<file path="src/logic/cpu_defs.svh">
`ifndef CPU_DEFS_SVH
`define CPU_DEFS_SVH

// major opcodes, bits 30:25
`define TY_BASE 6'b100000
`define ADDI    6'b101000
`define ORI     6'b101100
`define XORI    6'b101011
`define MOVI    6'b100010
`define LWI     6'b000010
`define SWI     6'b001010
`define TY_LS   6'b011100
`define TY_B    6'b100110
`define TY_J    6'b100100

// base format sub-ops, bits 4:0
`define ADD   5'b00000
`define SUB   5'b00001
`define AND   5'b00010
`define OR    5'b00100
`define XOR   5'b00011
`define SRLI  5'b01001
`define SLLI  5'b01000
`define ROTRI 5'b01011

// load/store format sub-ops, bits 7:0
`define LW 8'b00000010
`define SW 8'b00001010

`define QUEUE_DEPTH 4
`define DMEM_WORDS  256

`endif

</file>
<file path="src/logic/cpu_pkg.sv">
`default_nettype none

package cpu_pkg;

	typedef logic [31:0] word_t;
	typedef logic [4:0] reg_addr_t;

	typedef struct packed {
		logic rsv;
		logic [5:0] opcode;
		reg_addr_t rt;
		reg_addr_t ra;
		reg_addr_t rb;
		logic [4:0] sh;
		logic [4:0] sub_op;
	} base_fmt_t;

	// also the LS format, with rb and sub_op in the low bits of imm15
	typedef struct packed {
		logic rsv;
		logic [5:0] opcode;
		reg_addr_t rt;
		reg_addr_t ra;
		logic [14:0] imm15;
	} imm_fmt_t;

	typedef struct packed {
		logic rsv;
		logic [5:0] opcode;
		reg_addr_t rt;
		logic [19:0] imm20;
	} movi_fmt_t;

	typedef union packed {
		base_fmt_t base;
		imm_fmt_t imm;
		movi_fmt_t movi;
	} instr_t;

	typedef enum logic [2:0] {
		ALUSRC2_RBDATA,
		ALUSRC2_IMM,
		ALUSRC2_LSWI,
		ALUSRC2_LSW,
		ALUSRC2_UNKNOWN
	} alu_src2_t;

	typedef enum logic [1:0] {
		IMM_5BIT_ZE,
		IMM_15BIT_SE,
		IMM_15BIT_ZE,
		IMM_20BIT_SE
	} imm_ext_t;

	typedef enum logic [1:0] {
		WRREG_ALURESULT,
		WRREG_IMMDATA,
		WRREG_MEM,
		WRREG_UNKNOWN
	} wb_sel_t;

	typedef enum logic [2:0] {
		ALU_ADD,
		ALU_SUB,
		ALU_AND,
		ALU_OR,
		ALU_XOR,
		ALU_SRL,
		ALU_SLL,
		ALU_ROTR
	} alu_op_t;

endpackage

`default_nettype wire

</file>
<file path="src/logic/instr_queue.sv">
`default_nettype none
`include "cpu_defs.svh"

module instr_queue (
	input  logic clock,
	input  logic reset,
	input  logic in_valid,
	input  cpu_pkg::instr_t in_instr,
	input  logic q_pop,
	output logic q_valid,
	output cpu_pkg::instr_t q_instr,
	output logic in_credit
);
	import cpu_pkg::*;

	localparam int PTR_W = $clog2(`QUEUE_DEPTH);
	localparam logic [PTR_W-1:0] LAST = PTR_W'(`QUEUE_DEPTH - 1);

	instr_t entries [`QUEUE_DEPTH];
	logic [PTR_W-1:0] wr_ptr;
	logic [PTR_W-1:0] rd_ptr;
	logic [PTR_W:0] count;
	logic do_pop;

	assign q_valid = (count != '0);
	assign q_instr = entries[rd_ptr];
	assign do_pop = q_pop && q_valid;

	// credit flow guarantees a free slot on every push
	always_ff @(posedge clock) begin
		if (in_valid)
			entries[wr_ptr] <= in_instr;
	end

	always_ff @(posedge clock) begin
		if (reset) begin
			wr_ptr <= '0;
			rd_ptr <= '0;
			count <= '0;
			in_credit <= 1'b0;
		end else begin
			if (in_valid)
				wr_ptr <= (wr_ptr == LAST) ? '0 : wr_ptr + 1'b1;
			if (do_pop)
				rd_ptr <= (rd_ptr == LAST) ? '0 : rd_ptr + 1'b1;
			count <= count + {{PTR_W{1'b0}}, in_valid} - {{PTR_W{1'b0}}, do_pop};
			// one credit back per freed entry
			in_credit <= do_pop;
		end
	end

endmodule

`default_nettype wire

</file>
<file path="config.mk">
export PLATFORM = sky130hd
export DESIGN_NAME = instr_queue
export DESIGN_NICKNAME = d
export VERILOG_FILES = /design/src/logic/cpu_pkg.sv /design/src/logic/instr_queue.sv
export VERILOG_INCLUDE_DIRS = /design/src /design/src/logic
export SDC_FILE = /design/constraint.sdc
export NUM_CORES = 1
export LEC_CHECK = 0
export BUFFER_PORTS_ARGS = -buffer_cell sky130_fd_sc_hd__buf_2
export CELL_PAD_IN_SITES_DETAIL_PLACEMENT = 1
export CELL_PAD_IN_SITES_GLOBAL_PLACEMENT = 1
export CORE_MARGIN = 2
export CORE_UTILIZATION = 40
export DETAILED_ROUTE_END_ITERATION = 12
export GPL_TIMING_DRIVEN = 1
export PLACE_DENSITY = 0.66
export SLEW_MARGIN = 20
export SYNTH_ARGS = -nofsm -noshare
export SYNTH_HDL_FRONTEND = slang
export SYNTH_SLANG_ARGS = --single-unit
</file>
<file path="constraint.sdc">
create_clock -name clock -period 2.22 [get_ports clock]
set_input_delay 0.222 -clock clock [delete_from_list [all_inputs] [get_ports clock]]
set_output_delay 0.222 -clock clock [all_outputs]
set_load 0.1 [all_outputs]
</file>
# Yosys cells after proc, flatten, opt, wreduce, memory -nomap -nowiden
# Memory sizes are Yosys's and may differ from the RTL's. A register that Yosys moved wholly into a read port is not among the register bits.
# Index checks and enable logic that the tools add are counted.
# word_totals
register_bits	8
memories	1
mem_bits_rw	128
# op_classes
n_eq_ne	2
n_reduce_logical	2
muxes	6
addsub	4
# mem_list
memory	depth	word_bits	read_ports	rd_clocked_by_memory_dff	write_ports	line_no	text
entries	4	32	1	1	1	instr_queue.sv:19	instr_t entries [`QUEUE_DEPTH];
# op_table
cell	count
two-way mux 2 bit	4
adder 2 x 1 -> 2 bit, second input constant	2
== test 2 bit, second input constant	2
adder 3 x 1 -> 3 bit	1
nonzero test 3 bit	1
subtractor 3 x 1 -> 3 bit	1
two-way mux 1 bit	2
logical AND 1 bit	1

# Depth between registers and ports, before layout
# Gate-level depths: netlist of the first run.
# depth
depth_word	4
ltp_mapped	8
ltp_nobuf	8

# Worst setup path before layout of the first run
# Ideal clock, no wire load.
# synth_path
path_type	register to register
start	reg count[1]
end	reg count[2]
required_ns	2.094
stages_incl_launch_ff	9
t_arrival_ns	1.730
setup_time_ns	0.126
setup_slack_ns	0.364
path_cell_list	dfxtp_1 > o31a_1 > ha_1 > inv_1 > ha_1 > inv_1 > fa_1 > xnor3_1 > nor2_1
# synth_via
elab_chain_len	3
# synth_rtl
item	line_no	text
from (decl)	instr_queue.sv:22	logic [PTR_W:0] count;
from (signal assigned)	instr_queue.sv:46	count <= count + {{PTR_W{1'b0}}, in_valid} - {{PTR_W{1'b0}}, do_pop};
nonzero test 3 bit	instr_queue.sv:25	assign q_valid = (count != '0);
logical AND 1 bit	instr_queue.sv:27	assign do_pop = q_pop && q_valid;
net do_pop	instr_queue.sv:23	logic do_pop;
subtractor 3 x 1 -> 3 bit	instr_queue.sv:46	
# The timed path passes the listed nets, and every way through them passes these cells.
# A chain may end at the register's enable or synchronous reset.

==> results of run 1 <==
==> logic make-up (layout without fill, tap and decap cells) <==
logic type,after synthesis,count (layout)
multiplexers,35,35
AND/OR/NAND/NOR,16,16
adder cells (fa/ha/maj),8,8
AO/OA/AOI/OAI,2,2
XOR/XNOR,1,1
buffers and inverters,13,113
flip-flops,138,138
==> routing by layer <==
layer  routed length (µm)  track usage (%)  vias up
li1                     -                -     1063
met1                 3860             17.0     1181
met2                 4740             23.3       55
met3                  442             5.23       14
met4                  149             6.55        0
met5                    0                0        -
==> through the flow <==
step                      std cells  hold slack [ns]
after global placement          453            0.435
after CTS                       485          0.00452
after global routing            485           0.0107
final                           485           0.0247
after detailed placement        453            0.440
after floorplan                 213            0.321
==> layout make-up <==
class | count | area, µm² | share of cell area, %
clock buffer | 23 | 448 | 7.14
clock inverter | 9 | 123 | 1.96
inverter | 5 | 18.8 | 0.299
multi-input combinational | 62 | 1000 | 16.0
sequential | 138 | 4050 | 64.5
tap | 172 | 215 | 3.43
timing repair buffer | 76 | 417 | 6.65
==> critical path, delay by kind of cell, from the launching register on <==
family   cells  cell delay (ns)
mux          1             0.59
flops        1             0.35
buf+inv      2             0.54
==> Yosys cell counts <==
cell | instances | share of area [%]
and2_1 | 4 | 0.49
nor3_1 | 1 | 0.097
nor2_1 | 3 | 0.22
buf_2 | 3 | 0.29
nand2b_1 | 3 | 0.36
fa_1 | 1 | 0.39
edfxtp_1 | 128 | 75
nor2b_1 | 3 | 0.36
mux4_2 | 30 | 13
clkbuf_1 | 1 | 0.073
a21oi_1 | 1 | 0.097
or3b_2 | 1 | 0.17
buf_6 | 1 | 0.22
mux4_1 | 2 | 1.0
buf_12 | 3 | 1.2
inv_1 | 5 | 0.36
ha_1 | 7 | 1.7
dfxtp_1 | 10 | 3.9
mux2_2 | 1 | 0.22
xnor3_1 | 1 | 0.44
o31a_1 | 1 | 0.17
or3_1 | 1 | 0.12
mux2i_1 | 2 | 0.39
==> power by group <==
group	internal, µW	switching, µW	total, µW
sequential	3000	59.6	3060
clock	1750	962	2710
combinational	634	2020	2660
==> how the worst min path moves through the flow <==
stage            startpoint        endpoint  depth (start not counted)
2_1_floorplan   in_instr[0]   entries[0][0]                          0
3_3_place_gp    in_instr[3]   entries[2][3]                          1
3_5_place_dp   in_instr[28]  entries[3][28]                          1
4_1_cts         in_instr[5]   entries[3][5]                          1
5_1_grt         in_instr[5]   entries[3][5]                          1
6_report        in_instr[4]   entries[3][4]                          1
==> registers in the layout (all words and copies together), names as in the netlist, named ones only <==
register / cells
in_credit: 1
entries: 128
wr_ptr: 2
count: 3
rd_ptr: 2
==> what timing repair did <==
| action | in CTS | in global routing |
|---|---|---|
| gates resized for setup | 1 | 0 |
| setup endpoints to repair | 2 | 0 |
| setup buffers | 0 | 0 |
| hold endpoints to repair | 0 | 0 |
==> impl_summary.md, run 1 <==
STA
The clock arrives with approximately 0.0043 ns of skew. Setup repair after global routing left no endpoint under its margin. The number of pins exceeding their max-slew limit in the final report came to 0.

The number of setup violations in the final report is 0. The relative slew slack is between 30% and 40%. The peak clock frequency supported by timing is 474 MHz.

Across all setup checks in the final design, the least slack found is around 0.11 ns. For the pin with the worst max-slew slack, the measured transition is 0.921 ns. The number of endpoints with negative hold slack in the final report was 0. The part of the cycle the worst path needs is 95.1%. The sum of negative setup slack is 0 ns. Counting I/O delays and the setup requirement, the final critical path takes approximately 2.1 ns.

Logic synthesis
For this run, the register share of the synthesized area comes to about 80%. After synthesis, the largest family of logic cells by area is multiplexers. The synthesized netlist devotes roughly 1.8% of its cell area to simple gates.

The adder-cell share of the synthesized area is 2.09%. The cell area that synthesis handed to floorplanning was between 5000 and 6000 µm². After synthesis, the netlist uses 23 different library cells.

Summing the areas of all compound-gate instances in the mapped netlist gives less than 1% of the synthesized area. For this run, the number of Yosys warnings is 0. The number of nets in the synthesized netlist is ~260. A synthesized cell averages 24.2 µm². In the synthesized netlist, the number of instances is between 200 and 250. The portion of synthesized area spent on multiplexers is 14.7%. The XOR/XNOR share of the synthesized area is less than 1%. The number of synthesized register bits is roughly 140.

Layout
Once layout is complete, the utilization of the core stands at 49.7%. The number of inserted diodes is 0. The post-route cell area is ~6300 µm². The number of filler instances in the final layout is 1,166. The post-route netlist has 44.1% of its cells at a drive strength greater than 1.

The layout overhead on the synthesized area is 21.7%. Leaving out fill and tap cells, the most frequent cells in the layout are edfxtp_1 (128), buf_2 (68), mux4_2 (30). The number of nets at the end of the flow is 344. The most common library cell in the layout ignoring fill and taps is edfxtp_1.

Clock network
The number of hold buffers added after CTS was 0. Clock tree synthesis selected as its root buffer the cell clkbuf_16. The total clock buffers created by CTS is 17.

The maximum root-to-sink buffer count is 2. The worst-skew pair later-pin latency is ~0.41 ns. The number of clock sinks is around 140.

TritonCTS built the clock tree. The H-tree level count is 4. Clock-pin slew was measured on the worst setup and hold paths at approximately 0.060 ns.

Die
The initial standard-cell utilization of the core is slightly above 40%. The number of ports placed on the die boundary is 70. The vertical die dimension is 117 µm. The total die area is about 14,000 µm².

The floorplan step set the die width to approximately 120 µm. The placeable core region is between 10,000 and 15,000 µm². The floorplan has between 40 and 50 rows.

Setup path
The slowest stage of the critical path belongs to the cell mux4_1. Traced cell by cell, the critical path runs through buf_4 > mux4_1 > buf_2. The worst reg2reg path startpoint is count[1]. The startpoint type of the worst setup path is a flip-flop. The start-to-end type of the worst setup path is flip-flop to output port.

Data on the critical path arrives at its endpoint at approximately 1.9 ns. The endpoint of the worst setup timing path is q_instr[28]. The worst-case register-to-register setup slack is roughly 0.21 ns.

The endpoint of the worst-slack reg-to-reg timing path is count[2]. The critical-path maximum fanout is 9. The depth of the worst register-to-register path is 8. The capturing element type of the critical path is an output port. The longest individual stage delay on the worst path is just under 0.6 ns. The required time at the endpoint of the critical path is about 2.0 ns.

Drt
The pre-antenna-repair detailed-routing pass consisted of 4 iterations. After detailed routing, the number of vias per cell comes to between 4 and 5. In this run the remaining antenna-violating nets after routing total 0. In the final routed layout, each cell accounts on average for around 19 µm. Summed over all layers, the routed wires come to between 9000 and 10,000 µm. The final route contains between 2,000 and 2,500 vias.

The residual DRC count is 0. The number of DRC markers after the initial detailed-route iteration is 111.

Place
Routability-driven placement finished with a final weighted congestion of about 0.64. The number of port buffers is ~70. The HPWL after detailed placement is around 5600 µm. Once placement finished, the instance area stood at 5700 µm². At the placement stage, the worst setup path has a slack of approximately 0.21 ns.

Job
The tool flagged a number of max-cap violations equal to 0.

Outcome
The run finished with clean final reports.

Power
The standby leakage power is between 0.002 and 0.0025 µW. The power density over the cells is between 1000 and 1500 nW/µm². The final total power is 8430 µW. The maximum VDD drop is 0.868 mV.

Global routing
The number of global-route vias before repair is 2,565. The global-route usage over all layers is about 14%. The maximum number of pins on one net before global-route repair is 33. The number of antenna violations at the first check in global routing was 0. The first global-routing pass estimated 14,400 µm of wire. For this run the aggregate overflow at the end of global routing stands at 0.

Min path
The type of the most critical hold path is input port to flip-flop.
(Power assumes the default switching activity.)
==> inputs of run 2 (changes only) <==
Settings changed: RECOVER_POWER from default to 50.
==> run 2 against run 1 <==
Effect of this change: first-iteration DRC count is 9.0% lower; clock skew is 0.00062 ns lower; sequential share of layout area is 0.47 points higher; final cell count stayed put; flip-flop and latch count stayed put; non-clock buffer count stayed put; design area is 0.72% lower; combinational power hardly changed.
==> impl_summary.md, run 2 (same netlist as run 1, synthesis figures left out) <==
Outcome
The run finished with clean final reports.

Power
The combinational share of power is 31.5% (about the same). The net switching power is 3040 µW (about the same). The part of the power in registers is 36.3% (about the same).

The maximum VDD drop is 0.858 mV (-1.2%). The internal power consumption came to 5370 µW (-0.17%). The portion of total power attributed to the clock network came to 32.2% (about the same). The power density over the cells is 1350 nW/µm² (+0.59%). The switching power as a share of total power came to 36.2% (about the same). The standby leakage power is 0.00207 µW (-4.4%).

Layout
The number of filler instances in the final layout is 1,169 (+0.26%). The number of nets at the end of the flow was 344 (unchanged). The area taken by flip-flops and latches is 4050 µm² (unchanged). The post-route cell area is 6220 µm² (-0.72%). The layout overhead on the synthesized area is 20.9%. The library cells used most frequently in the layout, excluding fill and tap cells, are edfxtp_1 (128), clkbuf_1 (40), buf_2 (35).

The largest registers in the layout are entries (128), count (3). The flip-flop count of the largest register, all copies and words added was 128 (unchanged). The area of the multi-input gates came to 1000 µm² (unchanged). The most common library cell in the layout ignoring fill and taps is edfxtp_1.

The largest register by flop count is entries. The number of inserted diodes is 0 (unchanged). The fraction of layout instances using a drive strength above 1 is 33.2% (-11 points).

STA
The peak clock frequency supported by timing was 473 MHz (-0.19%). The number of setup violations in the final report came to 0 (unchanged). The number of endpoints with negative hold slack in the final report came to 0 (unchanged). The relative slew slack is 22.4% (-16 points).

The worst setup skew after layout is 0.00366 ns (-0.000620 ns). The sum of negative setup slack came to 0 ns (unchanged). Setup repair after global routing left no endpoint under its margin. The transition at the pin with the smallest max-transition slack came to 1.17 ns (+0.248 ns). The number of pins exceeding their max-slew limit in the final report is 0 (unchanged). The post-route minimum period was 2.12 ns (+0.00403 ns).

The part of the cycle the worst path needs came to 95.3% (+0.18 points).

Setup path
The largest individual stage delay along the critical path comes from the cell mux4_1. Walking the worst path, the cells encountered are buf_4 > mux4_1 > buf_2. The data arrival at the endpoint of the critical path is 1.89 ns (about the same).

The critical-path maximum fanout was 9 (unchanged). The start-to-end type of the worst setup path is flip-flop to output port. The longest individual stage delay on the worst path is 0.59 ns (about the same). The worst setup path is launched from a flip-flop. STA classifies the critical path endpoint as an output port.

The required time at the endpoint of the critical path is 2.00 ns (about the same). The worst-case register-to-register setup slack is 0.20 ns (about the same). The endpoint of the worst-slack reg-to-reg timing path is count[2]. The depth of the worst register-to-register path was 8 (unchanged). The startpoint identified for the worst register-to-register timing path is count[1].

Die
The die span in x is 117 µm (unchanged). The number of ports placed on the die boundary is 70 (unchanged). The placeable core region is 12,600 µm² (unchanged). The total die area is 13,800 µm² (unchanged). The vertical die dimension is 117 µm (unchanged). The initial standard-cell utilization of the core was 40.8% (unchanged). The number of core rows is 41 (unchanged).

Job
The number of violations of the max-capacitance limit came to 0 (unchanged).

Global routing
The number of global-route vias before repair is 2,565 (unchanged). The global route total overflow is 0 (unchanged). The global-route wire length before repair is 14,400 µm (unchanged). The number of antenna violations at the first check in global routing is 0 (unchanged). The global-route usage over all layers is 14.3% (unchanged). The maximum number of pins on one net before global-route repair is 33 (unchanged).

Min path
In this run the most critical hold path is launched from in_instr[28]. The worst hold path terminates at entries[1][28]. The tightest min-delay check is of the input port to flip-flop type. The instance count along the most critical hold path is 1 (unchanged).

Clock network
The maximum root-to-sink buffer count came to 2 (unchanged). The clock slew at the register clock pins of the worst setup and hold paths is 0.05 ns (about the same). The worst-skew pair later-pin latency is 0.41 ns (about the same). The TritonCTS clock tree is done. The total clock buffers created by CTS is 17 (unchanged). The number of buffers inserted for hold repair after clock tree synthesis came to 0 (unchanged). The number of clock sinks came to 138 (unchanged). The H-tree level count is 4 (unchanged).

The clock tree root driver cell is clkbuf_16.

Drt
The residual DRC count is 0 (unchanged). The total iterations of the first detailed-routing run came to 4 (unchanged). The number of vias in the routed layout is 2,344 (+1.3%). The detail-routed via count per cell is 4.83 (+1.3%).

The post-detailed-route wirelength per cell is 19.0 µm (+0.22%). The final wirelength was 9210 µm (+0.22%). The number of DRC markers after the initial detailed-route iteration came to 101 (-9.0%). The final antenna-violating net count is 0 (unchanged).

Place
The routability congestion estimate is 0.638 (unchanged). The number of port buffers came to 69 (unchanged). The placed cell area is 5700 µm² (unchanged). The total half-perimeter wirelength after legalization and detailed placement is 5620 µm (unchanged).
==> run 2: how the worst max path moves through the flow <==
| stage | to | slack [ns] | cells past startpoint |
|---|---|---|---|
| after floorplan | count[2] | 0.36 | 8 |
| after global placement | count[2] | 0.32 | 8 |
| after detailed placement | count[2] | 0.21 | 8 |
| after CTS | q_instr[28] | 0.04 | 3 |
| after global routing | q_instr[28] | 0.01 | 3 |
| final | q_instr[28] | 0.10 | 3 |
==> run 2: layer usage <==
metal  track usage [%]  wire length (µm)  vias up
met5                 0                 0        -
met2              23.3              4730       62
li1                  -                 -     1062
met4              6.55               144        0
met1              17.0              3860     1205
met3              5.23               465       15
==> run 2: timing repair <==
item,4_1_cts,5_1_grt
endpoints found under the setup margin,2,0
gates resized for setup,1,0
setup buffers,0,0
==> run 2: area by class of cell <==
type	instances	area share, %
clock inverters	9	1.97
clock buffers	23	7.20
repair buffers	76	5.97
multi-input cells	62	16.1
flip-flops and latches	138	65.0
inverters	5	0.302
well taps	172	3.46
==> run 2: metrics by stage <==
stage | util (%) | instances | worst slack [ns] | total power [µW] | hold WS, ns
6_report | 49.3 | 485 | 0.104 | 8420 | 0.0732
5_1_grt | 49.3 | 485 | 0.0107 | 8710 | 0.0626
4_1_cts | 49.7 | 485 | 0.0392 | 8540 | 0.00452
3_5_place_dp | 45.1 | 453 | 0.206 | 5800 | 0.440
3_3_place_gp | 45.1 | 453 | 0.317 | 5760 | 0.435
2_1_floorplan | - | 213 | 0.364 | 5430 | 0.321
==> run 2: power groups by stage <==
stage                     clock network (µW)  logic [µW]  registers (µW)
after floorplan                            0        2320            3110
after global placement                     0        2660            3100
after detailed placement                   0        2690            3110
after CTS                               2780        2700            3060
after global routing                    2870        2760            3070
final                                   2710        2650            3060
==> run 2: worst max-delay path, delay by kind of cell (launching register included) <==
family | cells | cell delay (ns)
mux | 1 | 0.59
buf+inv | 2 | 0.55
flops | 1 | 0.35
==> inputs of run 3 (changes only) <==
Settings changed: MAX_ROUTING_LAYER from default to met4.
==> run 3 against run 2 <==
Effect of this change: design area did not move; clock power barely moved; final cell count did not move; sequential share of layout area did not move; total power barely moved; critical path type unchanged; largest power group unchanged.
==> impl_summary.md, run 3 (same netlist as run 1, synthesis figures left out) <==
Outcome
The run finished with clean final reports.

Layout
The number of nets at the end of the flow was 344 (unchanged). The final instance count without filler cells is 485 (unchanged). The area of the multi-input gates is 1000 µm² (unchanged). The most common library cell in the layout ignoring fill and taps is edfxtp_1. The layout overhead on the synthesized area is 20.9% (unchanged). The area taken by flip-flops and latches is 4050 µm² (unchanged). The largest registers in the layout are entries (128), count (3). The library cells used most frequently in the layout, excluding fill and tap cells, are edfxtp_1 (128), clkbuf_1 (40), buf_2 (35). The number of filler instances in the final layout is 1,169 (unchanged).

The fraction of layout instances using a drive strength above 1 came to 33.2% (unchanged). The number of inserted diodes is 0 (unchanged). The flip-flop count of the largest register, all copies and words added came to 128 (unchanged).

The largest register by flop count is entries.

Setup path
The critical-path maximum fanout came to 9 (unchanged). The required time at the endpoint of the critical path is 2.00 ns (about the same). The start-to-end type of the worst setup path is flip-flop to output port. The startpoint type of the worst setup path is a flip-flop.

The worst-case register-to-register setup slack is 0.20 ns (about the same). The capturing element type of the critical path is an output port. The data arrival at the endpoint of the critical path is 1.89 ns (about the same).

Drt
The detail-routed via count per cell is 4.85 (+0.34%). The total iterations of the first detailed-routing run is 4 (unchanged). The residual DRC count is 0 (unchanged).

The number of DRC markers after the initial detailed-route iteration is 115 (+14%). The post-detailed-route wirelength per cell came to 18.9 µm (-0.25%). The number of vias in the routed layout is 2,352 (+0.34%). The met2 wire length came to 4760 µm (+0.49%). The topmost layer with routed signal wires is met4.

The final antenna-violating net count is 0 (unchanged). The met3 wire length is 390 µm (-16%). The final wirelength is 9180 µm (-0.25%).

The met1 wire length is 3880 µm (+0.47%).

Clock network
The number of buffers inserted for hold repair after clock tree synthesis is 0 (unchanged). The total clock buffers created by CTS is 17 (unchanged). The number of clock sinks is 138 (unchanged). The worst-skew pair later-pin latency came to 0.41 ns (about the same). The maximum root-to-sink buffer count is 2 (unchanged).

The number of buffers inserted to repair setup after CTS is 0 (unchanged). The H-tree level count is 4 (unchanged). The clock slew at the register clock pins of the worst setup and hold paths was 0.05 ns (about the same).

In this run the clock root is driven by a clkbuf_16. The TritonCTS clock tree is done.

STA
The post-route minimum period came to 2.11 ns (-0.00369 ns). The part of the cycle the worst path needs came to 95.1% (-0.17 points). The relative slew slack is 22.3% (-0.13 points).

The worst-case setup margin in the final layout is 0.108 ns (+0.00369 ns). The transition at the pin with the smallest max-transition slack is 1.17 ns (+0.00196 ns). The hold slack is 0.0724 ns (-0.000851 ns).

The peak clock frequency supported by timing is 473 MHz (+0.17%). The number of setup violations in the final report is 0 (unchanged). The number of pins exceeding their max-slew limit in the final report is 0 (unchanged). Setup repair after global routing left no endpoint under its margin. The sum of negative setup slack is 0 ns (unchanged). The worst setup skew after layout is 0.00425 ns (+0.000587 ns). The number of endpoints with negative hold slack in the final report is 0 (unchanged).

Global routing
The global-route wire length before repair is 14,400 µm (about the same). The maximum number of pins on one net before global-route repair is 33 (unchanged). The number of global-route vias before repair is 2,564 (-0.039%).

The number of antenna violations at the first check in global routing came to 0 (unchanged). The global route total overflow came to 0 (unchanged). The global-route usage over all layers is 14.7% (+0.42 points).

Die
The placeable core region is 12,600 µm² (unchanged). The initial standard-cell utilization of the core is 40.8% (unchanged). The die span in x is 117 µm (unchanged). The total die area is 13,800 µm² (unchanged). The vertical die dimension is 117 µm (unchanged). The number of core rows is 41 (unchanged).

The number of ports placed on the die boundary is 70 (unchanged).

Place
The placed instance count is 453 (unchanged). The number of port buffers is 69 (unchanged). The total half-perimeter wirelength after legalization and detailed placement is 5620 µm (unchanged). The routability congestion estimate is 0.643 (+0.82%). The post-placement setup slack is 0.206 ns (unchanged).

Power
The maximum VDD drop is 0.862 mV (+0.40%). The standby leakage power is 0.00207 µW (unchanged). The power density over the cells is 1350 nW/µm² (about the same).

Job
The number of violations of the max-capacitance limit is 0 (unchanged).

Min path
The tightest min-delay check is of the input port to flip-flop type.
[run 3: cell type report]
class / count / share of cell area, %
sequential: 138 / 65.0
timing repair buffer: 76 / 5.97
clock inverter: 9 / 1.97
multi-input combinational: 62 / 16.1
inverter: 5 / 0.302
tap: 172 / 3.46
clock buffer: 23 / 7.20
[run 3: layer usage]
metal  vias to the layer above  GRT usage, %
li1                       1063             -
met1                      1206          17.2
met2                        65          23.3
met3                        18          4.84
met4                         0          6.55
met5                         -             -
[run 3: timing repair]
action,4_1_cts,5_1_grt
endpoints found under the setup margin,2,0
resized for setup,1,0
hold endpoints to repair,0,0
[run 3: path summary, 6_finish.rpt]
path	from	cells after the start	to
worst max-delay path	flip-flop	3	q_instr[28]
worst min-delay path	in_instr[28]	1	entries[1][28]
worst max register to register	count[1]	8	count[2]
worst min register to register	rd_ptr[1]	2	flip-flop
[run 3: power breakdown]
group | leakage [µW] | internal, µW | switching (µW)
Sequential | 0.00126 | 3000 | 59.3
Clock | 0.000270 | 1750 | 960
Combinational | 0.000546 | 625 | 2020
[run 3: critical path, cell delays in order, from the launching register on]
cell,delay [ns]
dfxtp_2,0.35
buf_4,0.23
mux4_1,0.59
buf_2,0.31
[run 3: per-stage QoR]
stage	cell area (µm²)	util (%)	power, µW
final	6220	49.3	8420
after global routing	6220	49.3	8710
after CTS	6270	49.7	8540
after detailed placement	5700	45.1	5800
after global placement	5700	45.1	5760
after floorplan	5150	-	5430
